## src/verilog/wisc_params.svh

```systemverilog
`ifndef WISC_PARAMS_SVH
`define WISC_PARAMS_SVH

// Data and instruction width
`define WORD_W 16

`define REG_AW 3
`define IMEM_AW 8
`define DMEM_AW 8

`endif

```

## src/verilog/fetch.sv

```systemverilog
`timescale 1ns/1ps
`include "wisc_params.svh"

module fetch (
    input  logic                clk,
    input  logic                rstN,
    input  logic                run,
    input  logic                stop,
    input  logic [`IMEM_AW-1:0] nextPc,
    input  logic                progWe,
    input  logic [`IMEM_AW-1:0] progAddr,
    input  logic [`WORD_W-1:0]  progData,
    output logic [`IMEM_AW-1:0] pc,
    output logic [`WORD_W-1:0]  instr
);

    logic [`WORD_W-1:0] imem [0:(1 << `IMEM_AW)-1];

    always_ff @(posedge clk) begin
        if (!run && progWe) begin
            imem[progAddr] <= progData;     // Program load only while stopped
        end
    end

    always_ff @(posedge clk) begin
        if (!rstN) begin
            pc <= '0;
        end else if (run && !stop) begin
            pc <= nextPc;
        end
    end

    assign instr = imem[pc];        // Async read

endmodule

```

## config.mk

```make
export PLATFORM = sky130hd
export DESIGN_NAME = fetch
export DESIGN_NICKNAME = d
export VERILOG_FILES = /design/src/verilog/fetch.sv
export VERILOG_INCLUDE_DIRS = /design/src /design/src/verilog
export SDC_FILE = /design/constraint.sdc
export NUM_CORES = 2
export LEC_CHECK = 0
export BUFFER_PORTS_ARGS = -buffer_cell sky130_fd_sc_hd__buf_2
export CORE_MARGIN = 4
export CORE_UTILIZATION = 35
export CTS_CLUSTER_DIAMETER = 40
export DETAILED_ROUTE_END_ITERATION = 8
export GPL_ROUTABILITY_DRIVEN = 0
export PLACE_DENSITY = 0.57
export RECOVER_POWER = 50
export SLEW_MARGIN = 5
export SYNTH_ARGS = -nofsm -noshare
export SYNTH_HDL_FRONTEND = slang
export SYNTH_SLANG_ARGS = --single-unit
```

## constraint.sdc

```tcl
create_clock -name clk -period 2.7 [get_ports clk]
set_input_delay 0.54 -clock clk [delete_from_list [all_inputs] [get_ports clk]]
set_output_delay 0.54 -clock clk [all_outputs]
set_load 0.01 [all_outputs]
```

; ---- Word level (Yosys, flattened, before mapping)
; Memory sizes are Yosys's and may differ from the RTL's. A register that Yosys moved wholly into a read port is not among the register bits.
; Index checks and enable logic that the tools add are counted.
[word_totals]
latchBits = 0
n_memories = 1
inputBits = 37
regBits = 8
ramBits = 4096
rom_bits = 0
output_inout_bits = 24
[op_classes]
eq_ne = 0
mul = 0
reduce_logical = 4
mux = 4
shift = 0
addsub = 0
n_lt_le_gt_ge = 0
div = 0
n_bitwise = 0
[mem_list]
columns = name, words, word_bits, read_ports, rd_clocked_by_memory_dff, wr, line_no
row1 = imem, 256, 16, 1, 1, 1, fetch.sv:17  ; logic [`WORD_W-1:0] imem [0:(1 << `IMEM_AW)-1];
[op_table]
columns = op, count
row1 = 8-bit two-way mux, 2
row2 = 1-bit logical AND, 2
row3 = 1-bit zero test, 2
row4 = 1-bit two-way mux, 2

; ---- Depth between registers and ports, before layout
[depth]
depth_word = 4
depth_mapped = 13

; ---- Least setup slack after synthesis
; Ideal clock, no wire load.
[synth_path]
path_type = reg2out
startpoint = register with a tool-made name
endpoint = output port instr[15]
arrival_ns = 2.455
path_stages_with_launch = 11
n_path_buf = 3
required_ns = 2.160
setup_slack_ns = -0.295
path_cell_list = dfxtp_1 buf_4 or2_1 buf_4 buf_6 o22a_1 a21oi_1 o22ai_1 a221o_1 or4_1 nor4_1
[synth_lines]
columns = item, line_no
row1 = to (decl), fetch.sv:14  ; output logic [`WORD_W-1:0] instr

==> metrics.cfg <==
[floorplanning]
start_util=0.352
coreArea_mm2=0.453
rows=247
fp.dieH_um=683
die_x_um=683
dieArea_mm2=0.466
io_pins=61

[logic_synthesis]
ys_types=58
ys_seq_elements=4112
synth-edff-count=4096
syn-num-nets=7491
synth_area_per_cell_um2=21.4
synth_cells=7454
syn_area_mm2=0.159
synthArstFlopShare=0
ys.flop_type=edfxtp_1
yosys_warnings=0
ys_seq_area_frac=0.774

[grt]
track_usage=0.195
grt_max_degree=97
grt_pass1_wl_um=649000
grt_pass1_vias=84972
antenna_found_initial=37
overflow=0

[hold_path]
min_from=rstN
hold_path.class=in -> reg

[setup_path]
reg2reg_from=pc[2]$_SDFFE_PN0P_
required_ns=2.16
worstSetupPathType=reg -> out
crit_path_start_kind=register
worstSetupEndpointType=output port
worstPathArrival_ns=4.42
cp_max_fo=17

[pwr]
p_leak_nw=62.6
vdd_drop_max_mv=0.569
power_density_mw_per_mm2=753

[clock_tree]
cts_buffer_depth=4
tritoncts=built
cts_made_buffers=528
cts_sinks=4112
htreeDepth=6
path_clk_slew_ns=0.05
worstSkewPairLatency_ns=0.98
clockRootBuffer=clkbuf_16

[detailed_routing]
drc_errors=0
wl_per_cell_um=30.3
drt-total-wl_um=464000
drt_first_pass_iters=7
postRouteAntennaNets=0
vias=84105
vias_per_cell=5.49
drt-initial-drc-count=9950

[placed_design]
port_buffers=60
placedCellCount=14172
hpwlAfterDp_um=289000

[timing]
hold_slack_ns=0.0858
fin_crit_ns=4.96
worst_pin_slew_ns=2.65
fin_ws_ns=-2.26
skew_ns=0.0182
slew_viol_final=655
fmax_mhz=202
hold_violations=0
period_share=1.84
rsz0062_at_grt=yes
max_slew_margin=-0.767
setup_viol=968

[cells_and_area]
layout_commonest_cell=edfxtp_1
multi_input_comb_area_mm2=0.0350
final_cells=15311
final_nets=8938
area_delta_synth_final_pct=24.7
seqCellArea_mm2=0.123
drive_above_1_share=0.361
fillers=38384
mostFrequentLayoutCells=4096 x edfxtp_1, 835 x mux4_2, 709 x buf_4

[run_status]
run_status=finished with violations
violations=capacitance limit, slew limit, setup timing

[run]
maxCapViolCount=12

-- Yosys cell counts (13+ instances only) --
cell         n  area (µm²)
a22o_1      29         254
mux2i_1    466        4660
mux4_2     831       18700
o221ai_1    88         771
nor3_1     132         661
buf_12      13         260
a22oi_1     68         510
a21oi_1    136         681
edfxtp_1  4096      123000
nor2_1     363        1360
nor4_1      30         188
mux4_1      17         447
buf_1       32         120
buf_8       23         345
dfxtp_1     16         320
a221o_1     20         200
nor2b_1     20         125
o21ai_0     68         340
buf_6       64         721
buf_2       96         480
nand3_1     41         205
o211ai_1    22         165
a221oi_1    85         744
nand4_1     26         163
o22ai_1    184        1150
nand2_1    123         462
buf_4       45         338
mux2_2      61         687
clkbuf_1   176         661
-- flip-flops by register name, summed over array words and instances (netlist names), named ones only --
register	flops
imem	4096
pc	8
-- metrics by stage --
step / util / cell area (µm²) / setup WS [ns] / total power [mW] / setup TNS [ns]
finish: 0.439 / 199000 / -2.26 / 150 / -121.41
floorplan: - / 160000 / -0.103 / 75.1 / -38.75
global placement: 0.394 / 179000 / -1.96 / 79.1 / -24.08
global route: 0.439 / 199000 / -2.29 / 154 / -169.42
CTS: 0.441 / 200000 / -2.25 / 151 / -34.71
detailed placement: 0.394 / 179000 / -1.86 / 79.2 / -24.24
-- area by class of cell --
type / count / area share
clock inverters: 354 / 0.0210
multi-input cells: 2882 / 0.176
flip-flops and latches: 4112 / 0.621
well taps: 5976 / 0.0376
repair buffers: 1372 / 0.0751
inverters: 5 / 0.000157
diodes: 11 / 0.000139
clock buffers: 599 / 0.0692
-- worst paths after layout --
kind                         to  slack, ns  cells past startpoint
max                   instr[15]      -2.26                     14
min          pc[1]$_SDFFE_PN0P_       0.09                      2
min reg2reg  pc[0]$_SDFFE_PN0P_       0.55                      2
max reg2reg            register       1.49                      3
-- routing by layer --
layer  GRT usage  up-vias  wire (µm)
li1            -    34601          -
met1       0.267    44913     186000
met2       0.314     3810     221000
met3      0.0351      773      38100
met4      0.0674        8      18300
met5           0        -         52
-- cell families after synthesis --
family	Yosys count	share of synthesized area
buf+inv	460	0.0189
compound gates	732	0.0320
simple gates	775	0.0217
flops	4112	0.774
mux	1375	0.154
-- repair_timing --
action,CTS,global route
pin swaps,63,63
cloned,32,7
endpoints found under the setup margin,16,16
resized for setup,330,139
hold buffers,20,0
hold endpoints to repair,307,0
buffers inserted,94,39
-- worst max-delay path, stage by stage, from the launching register on --
cell and delay [ns]:
dfxtp_4 0.40, buf_12 0.15, buf_16 0.16, nor2_4 0.15, buf_12 0.15, buf_8 0.14, a221o_1 0.15, nor2_1 0.05
a21oi_2 0.28, o21ai_1 0.13, buf_4 0.20, or4_4 0.54, buf_6 0.15, nor4_4 0.51, buf_2 0.25
-- power breakdown --
group	total (mW)	internal (mW)	switching, mW
combinational	8.20	3.33	4.87
clock	71.1	43.3	27.8
sequential	70.4	70.3	0.0377
(Power assumes the default switching activity.)
