## src/verilog/wisc_params.svh

```systemverilog
`ifndef WISC_PARAMS_SVH
`define WISC_PARAMS_SVH

// Data and instruction width
`define WORD_W 16

`define REG_AW 3
`define IMEM_AW 8
`define DMEM_AW 8

`endif

```

## src/verilog/wiscPkg.sv

```systemverilog
package wiscPkg;

    // Encodings run in order from 5'b00000
    typedef enum logic [4:0] {
        OP_HALT = 5'b00000, OP_NOP, OP_SIIC, OP_RTI,
        OP_J, OP_JR, OP_JAL, OP_JALR,
        OP_ADDI, OP_SUBI, OP_XORI, OP_ANDNI,
        OP_BEQZ, OP_BNEZ, OP_BLTZ, OP_BGEZ,
        OP_ST, OP_LD, OP_SLBI, OP_STU,
        OP_ROLI, OP_SLLI, OP_RORI, OP_SRLI,
        OP_LBI, OP_BTR, OP_RSHIFT, OP_RARITH,
        OP_SEQ, OP_SLT, OP_SLE, OP_SCO
    } opcodeE;

    typedef enum logic [3:0] {
        ALU_ADD, ALU_SUBR, ALU_XOR, ALU_ANDN,
        ALU_ROL, ALU_SLL, ALU_ROR, ALU_SRL,
        ALU_EQ, ALU_LT, ALU_LE, ALU_CO,
        ALU_BTR, ALU_PASSB, ALU_SLBI
    } aluOpE;

    typedef enum logic [1:0] {WB_ALU, WB_MEM, WB_LINK} wbSrcE;

    // Rd of R-format, Rd of I-format, Rs, link register
    typedef enum logic [1:0] {DST_RD_R, DST_RD_I, DST_RS, DST_R7} regDstE;

    typedef enum logic [2:0] {IMM_S5, IMM_Z5, IMM_S8, IMM_Z8, IMM_S11} immKindE;

    typedef enum logic [2:0] {BR_NONE, BR_EQZ, BR_NEZ, BR_LTZ, BR_GEZ} brCondE;

endpackage

```

## src/verilog/ctrlIf.sv

```systemverilog
`timescale 1ns/1ps

interface ctrlIf import wiscPkg::*; ();
    aluOpE   aluOp;
    logic    bUsesImm;
    immKindE immKind;
    brCondE  brCond;
    logic    jump;
    logic    jumpReg;       // Target from Rs instead of PC
    logic    regWe;
    regDstE  regDst;
    logic    memWe;
    logic    memRe;
    wbSrcE   wbSrc;
    logic    halt;
    logic    illegal;

    modport dec (output aluOp, bUsesImm, immKind, brCond, jump, jumpReg, regWe, regDst,
                 memWe, memRe, wbSrc, halt, illegal);
    modport exe (input aluOp, bUsesImm, immKind, brCond, jump, jumpReg);
    modport wb  (input regWe, regDst, memWe, memRe, wbSrc, halt, illegal);

endinterface

```

## src/verilog/execute.sv

```systemverilog
`timescale 1ns/1ps
`include "wisc_params.svh"

module execute import wiscPkg::*; (
    input  logic [`WORD_W-1:0]  instr,
    input  logic [`IMEM_AW-1:0] pc,
    input  logic [`WORD_W-1:0]  rdA,
    input  logic [`WORD_W-1:0]  rdB,
    ctrlIf.exe                  ctrl,
    output logic [`WORD_W-1:0]  aluResult,
    output logic [`WORD_W-1:0]  storeData,
    output logic [`IMEM_AW-1:0] nextPc
);

    logic [`WORD_W-1:0]   imm;
    logic [`WORD_W-1:0]   opB;
    logic [`WORD_W-1:0]   rev;
    logic [`WORD_W:0]     sum;
    logic [2*`WORD_W-1:0] rolFull;
    logic [2*`WORD_W-1:0] rorFull;
    logic [3:0]           amt;
    logic [`IMEM_AW-1:0]  pcInc;
    logic                 taken;

    always_comb begin
        case (ctrl.immKind)
            IMM_S5:  imm = {{(`WORD_W-5){instr[4]}}, instr[4:0]};
            IMM_Z5:  imm = {{(`WORD_W-5){1'b0}}, instr[4:0]};
            IMM_S8:  imm = {{(`WORD_W-8){instr[7]}}, instr[7:0]};
            IMM_Z8:  imm = {{(`WORD_W-8){1'b0}}, instr[7:0]};
            default: imm = {{(`WORD_W-11){instr[10]}}, instr[10:0]};
        endcase
    end

    always_comb begin
        for (int i = 0; i < `WORD_W; i++) begin
            rev[i] = rdA[`WORD_W-1-i];
        end
    end

    assign opB       = ctrl.bUsesImm ? imm : rdB;
    assign amt       = opB[3:0];
    assign sum       = {1'b0, rdA} + {1'b0, opB};
    assign rolFull   = {rdA, rdA} << amt;       // Doubled word gives the wrap
    assign rorFull   = {rdA, rdA} >> amt;
    assign storeData = rdB;                     // Rd of ST and STU sits on port B

    always_comb begin
        case (ctrl.aluOp)
            ALU_SUBR:  aluResult = opB - rdA;
            ALU_XOR:   aluResult = rdA ^ opB;
            ALU_ANDN:  aluResult = rdA & ~opB;
            ALU_ROL:   aluResult = rolFull[2*`WORD_W-1:`WORD_W];
            ALU_SLL:   aluResult = rdA << amt;
            ALU_ROR:   aluResult = rorFull[`WORD_W-1:0];
            ALU_SRL:   aluResult = rdA >> amt;
            ALU_EQ:    aluResult = {{(`WORD_W-1){1'b0}}, rdA == opB};
            ALU_LT:    aluResult = {{(`WORD_W-1){1'b0}}, $signed(rdA) < $signed(opB)};
            ALU_LE:    aluResult = {{(`WORD_W-1){1'b0}}, $signed(rdA) <= $signed(opB)};
            ALU_CO:    aluResult = {{(`WORD_W-1){1'b0}}, sum[`WORD_W]};
            ALU_BTR:   aluResult = rev;
            ALU_PASSB: aluResult = opB;
            ALU_SLBI:  aluResult = {rdA[`WORD_W-9:0], 8'h00} | opB;
            default:   aluResult = sum[`WORD_W-1:0];
        endcase
    end

    always_comb begin
        case (ctrl.brCond)
            BR_EQZ:  taken = (rdA == '0);
            BR_NEZ:  taken = (rdA != '0);
            BR_LTZ:  taken = rdA[`WORD_W-1];
            BR_GEZ:  taken = !rdA[`WORD_W-1];
            default: taken = 1'b0;
        endcase
    end

    // PC wraps at the instruction memory depth
    assign pcInc = pc + 1'b1;
    assign nextPc = (ctrl.jump && ctrl.jumpReg) ? rdA[`IMEM_AW-1:0] + imm[`IMEM_AW-1:0] :
                    (ctrl.jump || taken)        ? pcInc + imm[`IMEM_AW-1:0] : pcInc;

endmodule

```

## src/flat_wrapper.sv

```systemverilog
// flat-port wrapper written by rule: the top's interface ports become plain ports
module execute_flat import wiscPkg::*;
  (instr, pc, rdA, rdB, aluResult, storeData, nextPc, ctrl_aluOp, ctrl_bUsesImm, ctrl_immKind, ctrl_brCond, ctrl_jump, ctrl_jumpReg);
  ctrlIf ctrl_i ();
  input  logic [`WORD_W-1:0] instr;
  input  logic [`IMEM_AW-1:0] pc;
  input  logic [`WORD_W-1:0] rdA;
  input  logic [`WORD_W-1:0] rdB;
  output logic [`WORD_W-1:0] aluResult;
  output logic [`WORD_W-1:0] storeData;
  output logic [`IMEM_AW-1:0] nextPc;
  input wire logic [$bits(ctrl_i.aluOp)-1:0] ctrl_aluOp;
  input wire logic [$bits(ctrl_i.bUsesImm)-1:0] ctrl_bUsesImm;
  input wire logic [$bits(ctrl_i.immKind)-1:0] ctrl_immKind;
  input wire logic [$bits(ctrl_i.brCond)-1:0] ctrl_brCond;
  input wire logic [$bits(ctrl_i.jump)-1:0] ctrl_jump;
  input wire logic [$bits(ctrl_i.jumpReg)-1:0] ctrl_jumpReg;
  assign ctrl_i.aluOp = ctrl_aluOp;
  assign ctrl_i.bUsesImm = ctrl_bUsesImm;
  assign ctrl_i.immKind = ctrl_immKind;
  assign ctrl_i.brCond = ctrl_brCond;
  assign ctrl_i.jump = ctrl_jump;
  assign ctrl_i.jumpReg = ctrl_jumpReg;
  execute u_core (.instr(instr), .pc(pc), .rdA(rdA), .rdB(rdB), .ctrl(ctrl_i), .aluResult(aluResult), .storeData(storeData), .nextPc(nextPc));
endmodule
```

## config.mk

```make
export PLATFORM = sky130hd
export DESIGN_NAME = execute_flat
export DESIGN_NICKNAME = d
export VERILOG_FILES = /design/src/verilog/wiscPkg.sv /design/src/verilog/ctrlIf.sv /design/src/verilog/execute.sv /design/src/flat_wrapper.sv
export VERILOG_INCLUDE_DIRS = /design/src /design/src/verilog
export SDC_FILE = /design/constraint.sdc
export NUM_CORES = 1
export LEC_CHECK = 0
export ABC_CLOCK_PERIOD_IN_PS = 3650
export BUFFER_PORTS_ARGS = -buffer_cell sky130_fd_sc_hd__buf_2
export CORE_ASPECT_RATIO = 0.9
export CORE_MARGIN = 1
export CORE_UTILIZATION = 35
export DETAILED_ROUTE_END_ITERATION = 6
export PLACE_DENSITY = 0.56
export SYNTH_ARGS = -nofsm -noshare
export SYNTH_HDL_FRONTEND = slang
export SYNTH_SLANG_ARGS = --single-unit
```

## constraint.sdc

```tcl
create_clock -name vclk -period 3.65
set_input_delay 0.365 -clock vclk [all_inputs]
set_output_delay 0.365 -clock vclk [all_outputs]
set_load 0.01 [all_outputs]
```

## Yosys cells after proc, flatten, opt, wreduce, memory -nomap -nowiden

Index checks and enable logic that the tools add are counted.

| cells by class | value |
|---|---|
| add/subtract/negate cells | 5 |
| order comparisons | 2 |
| eq/ne operators | 22 |
| shifts and indexed selects | 4 |
| muxes and demuxes | 6 |
| bitwise operators | 4 |
| reductions and logical operators | 6 |

Operators with widths:

| kind | number |
|---|---|
| case mux 16 bit (14 select lines) | 1 |
| case mux 16 bit (4 select lines) | 1 |
| left shift 32 x 4 -> 32 bit | 1 |
| >> shifter 32 x 4 -> 16 bit | 1 |
| equality test 4 bit (second input constant) | 7 |
| adder 16 x 16 -> 17 bit | 1 |
| adder 8 bit | 2 |
| AND 16 bit | 1 |
| equality test 16 bit | 1 |
| equality test 4 x 3 -> 1 bit (second input constant) | 4 |
| less-or-equal comparator 16 bit | 1 |
| logical NOT 16 bit | 1 |
| less-than comparator 16 bit | 1 |
| 2-to-1 mux 16 bit | 1 |
| 2-to-1 mux 8 bit | 2 |
| NOT 16 bit | 1 |
| OR 16 bit | 1 |
| nonzero test 16 bit | 1 |
| left shift 16 x 4 -> 16 bit | 1 |
| >> shifter 16 x 4 -> 16 bit | 1 |
| subtractor 16 bit | 1 |
| bitwise XOR 16 bit | 1 |
| equality test 3 x 2 -> 1 bit (second input constant) | 4 |
| adder 8 x 1 -> 8 bit (second input constant) | 1 |
| other kinds (9) | 11 |

| word-level totals | value |
|---|---|
| flip-flop bits (word level) | 0 |
| input bits | 69 |
| output and inout bits | 40 |

## Longest topological paths before layout

| logic depth | value |
|---|---|
| depth after elaboration | 6 |
| gate-level depth with buffers | 14 |
| mapped depth without buffers | 13 |

## Worst setup path before layout

Ideal clock, no wire load.

| timing | value |
|---|---|
| path kind | in2out |
| start point | input port ctrl_immKind[1] |
| end point | output port aluResult[15] |
| data arrival time | 3.344 ns |
| slack | -0.059 ns |
| stages on the path | 13 |
| cell sequence | mux2i_1 -> o311ai_0 -> o21ai_0 -> inv_1 -> ha_1 -> clkbuf_1 -> a21oi_1 -> o21ai_0 -> o21ai_0 -> or4b_2 -> a31oi_1 -> nor3_1 -> o21ai_0 |

| on the way | value |
|---|---|
| word-level cells in the longest chain between the ends | 6 |
| elaborated cells on any way between the ends | 13 |

RTL lines:

| item | line | RTL |
|---|---|---|
| from (decl) | flat_wrapper.sv:14 | `input wire logic [$bits(ctrl_i.immKind)-1:0] ctrl_immKind;` |
| equality test 3 x 2 -> 1 bit (tied with other cells) | execute.sv:26 | `case (ctrl.immKind)` |
| case mux 16 bit (4 select lines) (*) | execute.sv:26 |  |
| 2-to-1 mux 16 bit (*) | execute.sv:41 | `assign opB = ctrl.bUsesImm ? imm : rdB;` |
| parallel branches: the longest is 2 deep, another holds adder 16 x 16 -> 17 bit | - |  |
| case mux 16 bit (14 select lines) (*) | execute.sv:49 | `case (ctrl.aluOp)` |
| to (decl) | flat_wrapper.sv:9 | `` output logic [`WORD_W-1:0] aluResult; `` |

Mark *: on every way between the ends.

## Final worst setup path

| timing | value |
|---|---|
| start point | input port ctrl_immKind[2] |
| end point | output port aluResult[0] |

| on the way | value |
|---|---|
| word-level cells in the longest chain between the ends | 5 |
| elaborated cells on any way between the ends | 11 |

RTL lines:

| item | line | RTL |
|---|---|---|
| equality test 3 x 2 -> 1 bit (tied with other cells) | execute.sv:26 |  |
| case mux 16 bit (4 select lines) (*) | execute.sv:26 |  |
| 2-to-1 mux 16 bit (*) | execute.sv:41 |  |
| adder 16 x 16 -> 17 bit (tied with other cells) | execute.sv:43 | `assign sum = {1'b0, rdA} + {1'b0, opB};` |
| case mux 16 bit (14 select lines) (*) | execute.sv:49 |  |

Every way passes the cells marked *; elsewhere a longest branch is shown, timed or not.

==> results by group <==
Critical path
  – Most used cell, CP: buf_4
  – Crit-path max FO: 6
  – Setup CP Type: primary input to output pin
  – Worst path max stage delay: 0.57 ns
  – Slowest CP cell: or4_4
  – Startpoint Class: primary input
  – WP data required: 3.28 ns
  – Cell family with most CP delay: compound AO/OA/AOI/OAI gates
  – CP endpoint kind: output pin
  – Cell chain of the critical path: buf_2 > buf_4 > nand2_1 > o311ai_2 > buf_4 > o21ai_2 > inv_1 > ha_1 > inv_1 > or4_4 > a211o_1 > o2111ai_4 > a21oi_2 > o41ai_2 > buf_4 > o311ai_2 > buf_2
  – CP arrival: 3.31 ns
  – CP bufs+invs: 7

GRT
  – Vias in the first global route: 6389
  – First-pass GRT wire length: 37.03 mm
  – Largest net degree at the start of global routing: 29
  – Initial antenna violation count: 0
  – GRT Overall Usage: 29.63%
  – Global route total overflow: 0

Floorplanning
  – Area of the core: 14980 sq um
  – Rows: 42
  – Die footprint: 16070 sq um
  – Top Ports: 109
  – Die width: 133.5 um
  – Initial Utilization: 36.38%
  – Die height: 120.4 um

Placed design
  – Place WS: -0.3382 ns
  – DP HPWL: 19.61 mm
  – Gp weighted congestion: 1.047
  – Buffers on Ports: 104

Final layout
  – Share of cells above drive strength 1: 32.71%
  – # clk buffers: 0
  – Commonest non-fill, non-tap cells in the layout: buf_4 (134), buf_2 (101), mux2i_1 (89)
  – Fin util: 49.05%
  – Area Overhead vs Synth: 34.81%
  – Register area: 0 sq um
  – Antenna cells: 0
  – Sequential cell count: 0
  – Layout Nets: 1104
  – Commonest non-fill, non-tap cell in the layout: buf_4
  – Fillers: 1546

Timing
  – Peak Freq: 0.2722 GHz
  – Setup violations, final: 1
  – Max-slew violation count: 0
  – RSZ-0062 raised after global routing: yes
  – Fin worst setup slack: -0.02333 ns
  – Slew @ Worst Pin: 0.9520 ns
  – Final Cycle Share: 100.6%
  – Relative slew slack: 36.30%
  – Final hold violations: 0
  – Final min period: 3.673 ns

Min path
  – HP Class: primary input to output pin

Logic synthesis
  – Netlist cell types: 69
  – Part of the Yosys area used for sequential elements: 0%
  – Share of the synthesized area in the top cell type: 17.08%
  – Yosys warning total: 0
  – Syn Inst Count: 794
  – Synth top area cells: mux2i_1 (17%), ha_1 (14%), nand2_1 (4.8%)
  – Area leader, netlist: mux2i_1
  – Synth Net Count: 930
  – Synth Area per Inst: 6.863 sq um
  – Cell area after synthesis: 5449 sq um

Detailed routing
  – DR iter-0 viols: 813
  – Vias/cell: 6.027
  – WL final: 24.79 mm
  – DRC violations left: 0
  – WL per Instance: 21.30 um
  – Routed vias: 7015
  – Antenna-violating nets left: 0
  – TritonRoute pass-1 iters: 6

Power and ir drop
  – Peak VDD IR: 0.1157 mV
  – Gate power share: 100.0%
  – Sequential Power Share: 0%
  – Switch share: 56.41%
  – LEAKAGE: 3.484 nW
  – Clock share of power: 0%
  – Internal power: 0.6528 mW
  – Psw: 0.8446 mW
  – Pwr Density: 203.8 nW/um^2

Run status
  – Outcome: finished, violations left
  – Failing checks: negative setup slack

Clock tree
  – # hold bufs at CTS: 0

Run
  – Max-cap violations: 0
per-stage QoR:
step | power (mW) | cells | hold WS, ns | setup TNS [ns] | area [sq um]
finish | 1.497 | 1164 | 0.9278 | -0.02333 | 7346
global route | 1.603 | 1164 | 0.9428 | -0.3837 | 7346
CTS | 1.385 | 1160 | 0.9264 | -0.001240 | 6979
detailed placement | 1.362 | 1160 | 0.9260 | -1.815 | 6903
global placement | 1.359 | 1160 | 0.9264 | -1.265 | 6903
floorplan | 0.8089 | 794 | 0.8218 | 0 | 5449
cells in the mapped netlist (all sizes together), types with 10 or more instances:
cell type,count
inv,54
a21oi,52
ha,63
nor3,18
o21ai,50
clkbuf,34
o211ai,13
nand3,17
buf,34
o22ai,16
nand2,70
o221ai,11
xnor2,20
mux2i,94
nor2,61
a21o,10
routing by layer:
layer	vias to the layer above	GRT usage, %	part of all wire [%]
met5	-	0	0
met4	0	9.446	4.2
met3	87	4.864	11
met2	414	45.64	43
met1	3217	41.66	42
li1	3297	-	-
worst paths after layout:
| kind | endpoint | from | cells past startpoint | slack (ns) |
|---|---|---|---|---|
| worst min-delay path | storeData[9] | rdB[9] | 2 | 0.93 |
| worst max-delay path | aluResult[0] | ctrl_immKind[2] | 17 | -0.02 |
cell families (layout without fill, tap and decap cells):
kind of cell | Yosys count | after routing | synth area share (%)
adders and majority gates | 67 | 67 | 15.94
buffers and inverters | 123 | 295 | 10.15
AOI/OAI and AO/OA | 256 | 256 | 32.22
and+or+nand+nor | 223 | 223 | 19.20
muxes | 98 | 98 | 18.16
xor gates and xnor gates | 27 | 27 | 4.340
layout make-up:
type,instances,area [sq um],share of cell area [%]
Inverter,55,209.0,2.844
Multi-Input combinational cell,671,5300,72.15
Tap cell,198,247.7,3.373
Timing Repair Buffer,240,1589,21.63
power by group through the flow:
stage,clock network (mW),registers [mW],logic (mW)
2_1_floorplan,0,0,0.809
3_3_place_gp,0,0,1.36
3_5_place_dp,0,0,1.36
4_1_cts,0,0,1.38
5_1_grt,0,0,1.60
6_report,0,0,1.50
what timing repair did:
action,in CTS,in global routing
setup endpoints to repair,9,11
pin swaps,5,21
gates resized for setup,24,73
setup buffers,0,4
Note: power is estimated with default switching activity, not from simulation.
