[src/verilog/wisc_params.svh]
`ifndef WISC_PARAMS_SVH
`define WISC_PARAMS_SVH

// Data and instruction width
`define WORD_W 16

`define REG_AW 3
`define IMEM_AW 8
`define DMEM_AW 8

`endif

[src/verilog/wiscPkg.sv]
package wiscPkg;

    // Encodings run in order from 5'b00000
    typedef enum logic [4:0] {
        OP_HALT = 5'b00000, OP_NOP, OP_SIIC, OP_RTI,
        OP_J, OP_JR, OP_JAL, OP_JALR,
        OP_ADDI, OP_SUBI, OP_XORI, OP_ANDNI,
        OP_BEQZ, OP_BNEZ, OP_BLTZ, OP_BGEZ,
        OP_ST, OP_LD, OP_SLBI, OP_STU,
        OP_ROLI, OP_SLLI, OP_RORI, OP_SRLI,
        OP_LBI, OP_BTR, OP_RSHIFT, OP_RARITH,
        OP_SEQ, OP_SLT, OP_SLE, OP_SCO
    } opcodeE;

    typedef enum logic [3:0] {
        ALU_ADD, ALU_SUBR, ALU_XOR, ALU_ANDN,
        ALU_ROL, ALU_SLL, ALU_ROR, ALU_SRL,
        ALU_EQ, ALU_LT, ALU_LE, ALU_CO,
        ALU_BTR, ALU_PASSB, ALU_SLBI
    } aluOpE;

    typedef enum logic [1:0] {WB_ALU, WB_MEM, WB_LINK} wbSrcE;

    // Rd of R-format, Rd of I-format, Rs, link register
    typedef enum logic [1:0] {DST_RD_R, DST_RD_I, DST_RS, DST_R7} regDstE;

    typedef enum logic [2:0] {IMM_S5, IMM_Z5, IMM_S8, IMM_Z8, IMM_S11} immKindE;

    typedef enum logic [2:0] {BR_NONE, BR_EQZ, BR_NEZ, BR_LTZ, BR_GEZ} brCondE;

endpackage

[src/verilog/ctrlIf.sv]
`timescale 1ns/1ps

interface ctrlIf import wiscPkg::*; ();
    aluOpE   aluOp;
    logic    bUsesImm;
    immKindE immKind;
    brCondE  brCond;
    logic    jump;
    logic    jumpReg;       // Target from Rs instead of PC
    logic    regWe;
    regDstE  regDst;
    logic    memWe;
    logic    memRe;
    wbSrcE   wbSrc;
    logic    halt;
    logic    illegal;

    modport dec (output aluOp, bUsesImm, immKind, brCond, jump, jumpReg, regWe, regDst,
                 memWe, memRe, wbSrc, halt, illegal);
    modport exe (input aluOp, bUsesImm, immKind, brCond, jump, jumpReg);
    modport wb  (input regWe, regDst, memWe, memRe, wbSrc, halt, illegal);

endinterface

[src/verilog/control.sv]
`timescale 1ns/1ps
`include "wisc_params.svh"

module control import wiscPkg::*; (
    input  logic [`WORD_W-1:0] instr,
    ctrlIf.dec                 ctrl
);

    opcodeE     op;
    logic [1:0] sel;
    aluOpE      arithOp;
    aluOpE      shiftOp;

    assign op  = opcodeE'(instr[15:11]);
    // Immediate forms carry the selector in the opcode low bits
    assign sel = (op == OP_RARITH || op == OP_RSHIFT) ? instr[1:0] : instr[12:11];

    always_comb begin
        case (sel)
            2'b00: begin
                arithOp = ALU_ADD;
                shiftOp = ALU_ROL;
            end
            2'b01: begin
                arithOp = ALU_SUBR;     // B minus A
                shiftOp = ALU_SLL;
            end
            2'b10: begin
                arithOp = ALU_XOR;
                shiftOp = ALU_ROR;
            end
            default: begin
                arithOp = ALU_ANDN;
                shiftOp = ALU_SRL;
            end
        endcase
    end

    always_comb begin
        ctrl.aluOp    = ALU_ADD;
        ctrl.bUsesImm = 1'b0;
        ctrl.immKind  = IMM_S5;
        ctrl.brCond   = BR_NONE;
        ctrl.jump     = 1'b0;
        ctrl.jumpReg  = 1'b0;
        ctrl.regWe    = 1'b0;
        ctrl.regDst   = DST_RD_R;
        ctrl.memWe    = 1'b0;
        ctrl.memRe    = 1'b0;
        ctrl.wbSrc    = WB_ALU;
        ctrl.halt     = 1'b0;
        ctrl.illegal  = 1'b0;
        case (op)
            OP_HALT: ctrl.halt = 1'b1;
            OP_NOP: ctrl.halt = 1'b0;
            OP_ADDI, OP_SUBI, OP_XORI, OP_ANDNI: begin
                ctrl.aluOp    = arithOp;
                ctrl.bUsesImm = 1'b1;
                ctrl.immKind  = instr[12] ? IMM_Z5 : IMM_S5;    // Logic ops zero-extend
                ctrl.regWe    = 1'b1;
                ctrl.regDst   = DST_RD_I;
            end
            OP_ROLI, OP_SLLI, OP_RORI, OP_SRLI: begin
                ctrl.aluOp    = shiftOp;
                ctrl.bUsesImm = 1'b1;
                ctrl.immKind  = IMM_Z5;
                ctrl.regWe    = 1'b1;
                ctrl.regDst   = DST_RD_I;
            end
            OP_RARITH, OP_RSHIFT: begin
                ctrl.aluOp = (op == OP_RARITH) ? arithOp : shiftOp;
                ctrl.regWe = 1'b1;
            end
            OP_SEQ, OP_SLT, OP_SLE, OP_SCO, OP_BTR: begin
                case (op)
                    OP_SEQ:  ctrl.aluOp = ALU_EQ;
                    OP_SLT:  ctrl.aluOp = ALU_LT;
                    OP_SLE:  ctrl.aluOp = ALU_LE;
                    OP_SCO:  ctrl.aluOp = ALU_CO;
                    default: ctrl.aluOp = ALU_BTR;
                endcase
                ctrl.regWe = 1'b1;
            end
            OP_LBI, OP_SLBI: begin
                ctrl.aluOp    = (op == OP_LBI) ? ALU_PASSB : ALU_SLBI;
                ctrl.bUsesImm = 1'b1;
                ctrl.immKind  = (op == OP_LBI) ? IMM_S8 : IMM_Z8;
                ctrl.regWe    = 1'b1;
                ctrl.regDst   = DST_RS;
            end
            OP_ST, OP_LD, OP_STU: begin
                ctrl.bUsesImm = 1'b1;           // Address is Rs + sext(imm5)
                ctrl.memWe    = (op != OP_LD);
                ctrl.memRe    = (op == OP_LD);
                ctrl.regWe    = (op != OP_ST);
                ctrl.regDst   = (op == OP_LD) ? DST_RD_I : DST_RS;
                ctrl.wbSrc    = (op == OP_LD) ? WB_MEM : WB_ALU;
            end
            OP_BEQZ, OP_BNEZ, OP_BLTZ, OP_BGEZ: begin
                ctrl.immKind = IMM_S8;
                case (instr[12:11])
                    2'b00:   ctrl.brCond = BR_EQZ;
                    2'b01:   ctrl.brCond = BR_NEZ;
                    2'b10:   ctrl.brCond = BR_LTZ;
                    default: ctrl.brCond = BR_GEZ;
                endcase
            end
            OP_J, OP_JR, OP_JAL, OP_JALR: begin
                ctrl.jump    = 1'b1;
                ctrl.jumpReg = instr[11];
                ctrl.immKind = instr[11] ? IMM_S8 : IMM_S11;
                ctrl.regWe   = instr[12];       // JAL and JALR link
                ctrl.regDst  = DST_R7;
                ctrl.wbSrc   = WB_LINK;
            end
            OP_SIIC, OP_RTI: ctrl.illegal = 1'b1;  // No exception support
            default: ctrl.illegal = 1'b1;
        endcase
    end

endmodule

[src/flat_wrapper.sv]
// flat-port wrapper written by rule: the top's interface ports become plain ports
module control_flat import wiscPkg::*;
  (instr, ctrl_aluOp, ctrl_bUsesImm, ctrl_immKind, ctrl_brCond, ctrl_jump, ctrl_jumpReg, ctrl_regWe, ctrl_regDst, ctrl_memWe, ctrl_memRe, ctrl_wbSrc, ctrl_halt, ctrl_illegal);
  ctrlIf ctrl_i ();
  input  logic [`WORD_W-1:0] instr;
  output wire logic [$bits(ctrl_i.aluOp)-1:0] ctrl_aluOp;
  output wire logic [$bits(ctrl_i.bUsesImm)-1:0] ctrl_bUsesImm;
  output wire logic [$bits(ctrl_i.immKind)-1:0] ctrl_immKind;
  output wire logic [$bits(ctrl_i.brCond)-1:0] ctrl_brCond;
  output wire logic [$bits(ctrl_i.jump)-1:0] ctrl_jump;
  output wire logic [$bits(ctrl_i.jumpReg)-1:0] ctrl_jumpReg;
  output wire logic [$bits(ctrl_i.regWe)-1:0] ctrl_regWe;
  output wire logic [$bits(ctrl_i.regDst)-1:0] ctrl_regDst;
  output wire logic [$bits(ctrl_i.memWe)-1:0] ctrl_memWe;
  output wire logic [$bits(ctrl_i.memRe)-1:0] ctrl_memRe;
  output wire logic [$bits(ctrl_i.wbSrc)-1:0] ctrl_wbSrc;
  output wire logic [$bits(ctrl_i.halt)-1:0] ctrl_halt;
  output wire logic [$bits(ctrl_i.illegal)-1:0] ctrl_illegal;
  assign ctrl_aluOp = ctrl_i.aluOp;
  assign ctrl_bUsesImm = ctrl_i.bUsesImm;
  assign ctrl_immKind = ctrl_i.immKind;
  assign ctrl_brCond = ctrl_i.brCond;
  assign ctrl_jump = ctrl_i.jump;
  assign ctrl_jumpReg = ctrl_i.jumpReg;
  assign ctrl_regWe = ctrl_i.regWe;
  assign ctrl_regDst = ctrl_i.regDst;
  assign ctrl_memWe = ctrl_i.memWe;
  assign ctrl_memRe = ctrl_i.memRe;
  assign ctrl_wbSrc = ctrl_i.wbSrc;
  assign ctrl_halt = ctrl_i.halt;
  assign ctrl_illegal = ctrl_i.illegal;
  control u_core (.instr(instr), .ctrl(ctrl_i));
endmodule
[config.mk]
export PLATFORM = sky130hd
export DESIGN_NAME = control_flat
export DESIGN_NICKNAME = d
export VERILOG_FILES = /design/src/verilog/wiscPkg.sv /design/src/verilog/ctrlIf.sv /design/src/verilog/control.sv /design/src/flat_wrapper.sv
export VERILOG_INCLUDE_DIRS = /design/src /design/src/verilog
export SDC_FILE = /design/constraint.sdc
export NUM_CORES = 1
export LEC_CHECK = 0
export BUFFER_PORTS_ARGS = -buffer_cell sky130_fd_sc_hd__buf_2
export CAP_MARGIN = 20
export CORE_AREA = 8 8 45 47
export DETAILED_ROUTE_END_ITERATION = 12
export DIE_AREA = 0 0 53 55
export GPL_TIMING_DRIVEN = 0
export PLACE_DENSITY = 0.76
export SLEW_MARGIN = 5
export SYNTH_ARGS = -nofsm -noshare
export SYNTH_HDL_FRONTEND = slang
export SYNTH_SLANG_ARGS = --single-unit
export TNS_END_PERCENT = 5
[constraint.sdc]
create_clock -name vclk -period 1.8
set_input_delay 0.09 -clock vclk [all_inputs]
set_output_delay 0.09 -clock vclk [all_outputs]
set_load 0.005 [all_outputs]
* Yosys cells after proc, flatten, opt, wreduce, memory -nomap -nowiden
Cells that the tools add are included.
Word-level totals: register bits 0, logic and storage cells 77
Operators by class: equal/unequal tests 36, reduce and logical (&&, ||, !) cells 16, muxes and demuxes 25
Operator list (count):
- 5-bit == test (second input constant) | 16
- 5-bit by 4-bit == test with 1-bit output (second input constant) | 8
- 5-bit by 3-bit == test with 1-bit output (second input constant) | 4
- 4-bit case mux with 5 select lines | 1
- 17-bit OR reduction | 1
- 4-bit OR reduction | 4
- 3-bit case mux with 5 select lines | 1
- 13-bit OR reduction | 1
- 2-bit case mux with 3 select lines | 2
- 3-bit case mux with 4 select lines | 1
- 5-bit by 2-bit == test with 1-bit output (second input constant) | 2
- 1-bit two-way mux | 10
- 5-bit != test (second input constant) | 2
- 3-bit two-way mux | 3
- 3-bit case mux with 3 select lines | 1
- 2-bit case mux with 4 select lines | 1
- 8-bit OR reduction | 1
- 2-bit two-way mux | 3
- 2-bit OR reduction | 3
- 5-bit logical NOT | 1
- 5-bit OR reduction | 1
- 2-bit by 1-bit == test with 1-bit output (second input constant) | 2
- 2-bit == test (second input constant) | 2
- 2-bit logical NOT | 2
- other kinds (4) | 4

* Logic depth before layout (Yosys ltp)
depth in word-level cells 7, mapped depth 7, mapped depth without buffers 6

* Least setup slack after synthesis
No wires, ideal clock.
path type in2out, start input instr[11], end output ctrl_regDst[1], stages on the path 7, path slack 0.165 ns, buffers on the path 1, required time 1.710 ns, data arrival time 1.545 ns, cells stage by stage inv_1 -> ha_1 -> buf_2 -> or4_4 -> nand2_4 -> inv_2 -> or3b_1
On the way: cells in the longest elaborated chain, start to end 3, elaborated cells between the ends (all ways) 23
RTL lines:
- start: declaration | RTL line flat_wrapper.sv:5 | input logic [`WORD_W-1:0] instr;
- 5-bit by 4-bit == test with 1-bit output (tied with other cells) | RTL line control.sv:53 | case (op)
- 8-bit OR reduction (no line) (tied with other cells)
- 2-bit case mux with 4 select lines (*) | RTL line control.sv:53
- end: declaration | RTL line flat_wrapper.sv:13 | output wire logic [$bits(ctrl_i.regDst)-1:0] ctrl_regDst;
Mark *: on every way between the ends. The rest lies on a longest branch, timed or not.

* Final worst setup path
start input instr[12], end output ctrl_regDst[1]
Same word-level chain as after synthesis.

==> results.md <==
- **status** finished, final reports clean
- **floorplan core area** 1384 um2
- **worst slack at placement** -0.1891 ns
- **number of nets produced by synthesis** 97
- **final cell utilization of the core** 52.17%
- **library cell with the largest summed area after synthesis** sky130_fd_sc_hd__ha_1
- **antenna violations before repair** 0
- **ranking of synthesized cells by instance count** sky130_fd_sc_hd__nor2_1 (10), sky130_fd_sc_hd__inv_1 (8), sky130_fd_sc_hd__o211ai_1 (6), sky130_fd_sc_hd__clkbuf_1 (5), sky130_fd_sc_hd__ha_1 (5)
- **number of violations reported at the end of detailed-routing iteration 0** 16
- **number of cell rows** 14
- **growth of design area from synthesis to finish** 45.34%
- **count of unresolved DRC violations after routing** 0
- **average routed wire per standard cell** 13.48 um
- **Hold Worst Slack** 0.4953 ns
- **Critical Path Max Stage Delay** 0.52 ns
- **sequential cell area** 0 um2
- **syn avg cell area** 6.536 um2
- **Required @ worst endpoint** 1.71 ns
- **ant diodes** 0
- **via count of the first global-routing pass** 605
- **critical path startpoint category** primary input
- **filler instances** 144
- **post-layout worst setup margin** 0.07561 ns
- **max-cap violation count** 0
- **critical path class** in2out
- **largest net degree at the start of global routing** 11
- **number of max-slew violations in the final report** 0
- **synthesis warning total** 0
- **number of clock buffers in the layout** 0
- **final worst-path cycle share** 95.80%
- **worst-path cell chain** buf_4 -> inv_2 -> ha_4 -> or4_4 -> nand2_4 -> inv_2 -> or3b_1 -> buf_2
- **total half-perimeter wirelength after legalization and detailed placement** 1269 um
- **Overall Global Routing Usage** 10.57%
- **total of buffers placed on input and output ports** 29
- **Slew @ Worst Pin** 0.5499 ns
- **initial core utilization** 35.90%
- **die width** 53 um
- **Antenna Nets Post-Route** 0
- **final critical-path required period** 1.724 ns
- **Slowest cell on crit path** sky130_fd_sc_hd__or4_4
- **fraction of layout cells with a size suffix above 1** 41.90%
- **number of library cell types mapped by synthesis** 36
- **global-route wire length before repair** 2532 um
- **endpoint type of the worst setup path** primary output
- **ports placed on the boundary** 38
- **number of iterations in the first detailed-routing pass** 4
- **via count** 666
- **routed vias/inst** 5.504
- **seq_cells** 0
- **last weighted congestion value of the routability-driven placer** 0.9066
- **height of the chip** 55 um
- **cell type with the highest occurrence count on the critical path** sky130_fd_sc_hd__inv_2
- **Static Leak** 0.3747 nW
- **setup repair after global routing missed its margin** false
- **Total Routed Length** 1631 um
- **sequential area share after synthesis** 0%
- **worst hold path class** in2out
- **number of instances in the synthesized netlist** 76
- **number of hold violations in the final report** 0
- **gr ovfl total** 0
- **most common cell in the netlist** sky130_fd_sc_hd__nor2_1
- **combined area of all synthesized cells** 496.7 um2
- **maximum net fanout on the critical path** 7
- **proportion of netlist area held by the largest area contributor** 12.59%
- **Max rail drop VDD** 0.09881 mV
- **# nets final** 128
- **TNS Setup** 0 ns
- **count of endpoints failing setup in the final report** 0
- **CP Data Arrival Time** 1.63 ns
- **upper clock frequency limit** 579.9 MHz
- **tightest slew margin relative to the limit** 62.96%
- **top post-synthesis cells by area** sky130_fd_sc_hd__ha_1 (13%), sky130_fd_sc_hd__o211ai_1 (9.1%), sky130_fd_sc_hd__nor2_1 (7.6%)
- **die area** 2915 um2
- **power density normalized to cell area** 223.1 nW/um2
- **area of combinational cells with multiple inputs** 478.0 um2
[cell usage in the layout (no fill, tap or decap), types with 2 or more instances in the layout]
| master | n |
|---|---|
| sky130_fd_sc_hd__buf_2 | 27 |
| sky130_fd_sc_hd__nor2_1 | 10 |
| sky130_fd_sc_hd__inv_1 | 6 |
| sky130_fd_sc_hd__o211ai_1 | 6 |
| sky130_fd_sc_hd__buf_4 | 5 |
| sky130_fd_sc_hd__clkbuf_1 | 4 |
| sky130_fd_sc_hd__nor3_1 | 4 |
| sky130_fd_sc_hd__ha_4 | 4 |
| sky130_fd_sc_hd__and2_1 | 3 |
| sky130_fd_sc_hd__inv_2 | 2 |
| sky130_fd_sc_hd__nor3b_1 | 2 |
| sky130_fd_sc_hd__nand3_1 | 2 |
| sky130_fd_sc_hd__nand2b_1 | 2 |
| sky130_fd_sc_hd__o21ai_0 | 2 |
| sky130_fd_sc_hd__nor4_1 | 2 |
| sky130_fd_sc_hd__nand2_1 | 2 |
[area by class of cell]
cell class / count / share of cell area, %
inverters: 9 / 5.026
well taps: 16 / 2.773
multi-input cells: 60 / 66.20
plain buffers: 4 / 2.080
repair buffers: 32 / 23.92
[routing by layer]
layer	vias up	track usage (%)	wire, um
li1	340	-	-
met4	0	0	0
met3	0	1.070	62
met5	-	0	0
met1	313	12.22	724
met2	13	21.29	844
[path summary, 6_finish.rpt]
| path | slack [ns] | cells after the start | end | start |
|---|---|---|---|---|
| setup / recovery | 0.08 | 8 | ctrl_regDst[1] | instr[12] |
| hold / removal | 0.50 | 3 | ctrl_immKind[2] | instr[11] |
[stage by stage]
stage	total power, W	std cells	instance area, um2
2_1_floorplan	0.00009013	76	496.7
3_3_place_gp	0.0001443	121	661.9
3_5_place_dp	0.0001464	121	661.9
4_1_cts	0.0001526	120	683.2
5_1_grt	0.0001794	121	721.9
6_report	0.0001611	121	721.9
[cell families after synthesis]
logic type      synth area share, %
simple gates                  42.57
compound gates                28.72
buf+inv                       13.85
fa+ha+maj                     12.59
mux                           2.267
[critical path, delay by kind of cell]
kind          cells  cell delay [ns]
buf+inv           4             0.39
simple gates      3             0.97
fa+ha+maj         1             0.18
[power breakdown]
| group | total, W | internal [W] | switching, W |
|---|---|---|---|
| sequential | 0 | 0 | 0 |
| combinational | 0.000161 | 0.0000740 | 0.0000871 |
| clock | 0 | 0 | 0 |
[timing repair]
| action | CTS | global route |
|---|---|---|
| resized for setup | 7 | 7 |
| setup endpoints to repair | 6 | 5 |
| hold endpoints to repair | 0 | 0 |
| pin swaps | 1 | 2 |
| hold buffers | 0 | 0 |
| buffers inserted | 1 | 2 |
No activity file was read; power rests on OpenSTA's default activity.
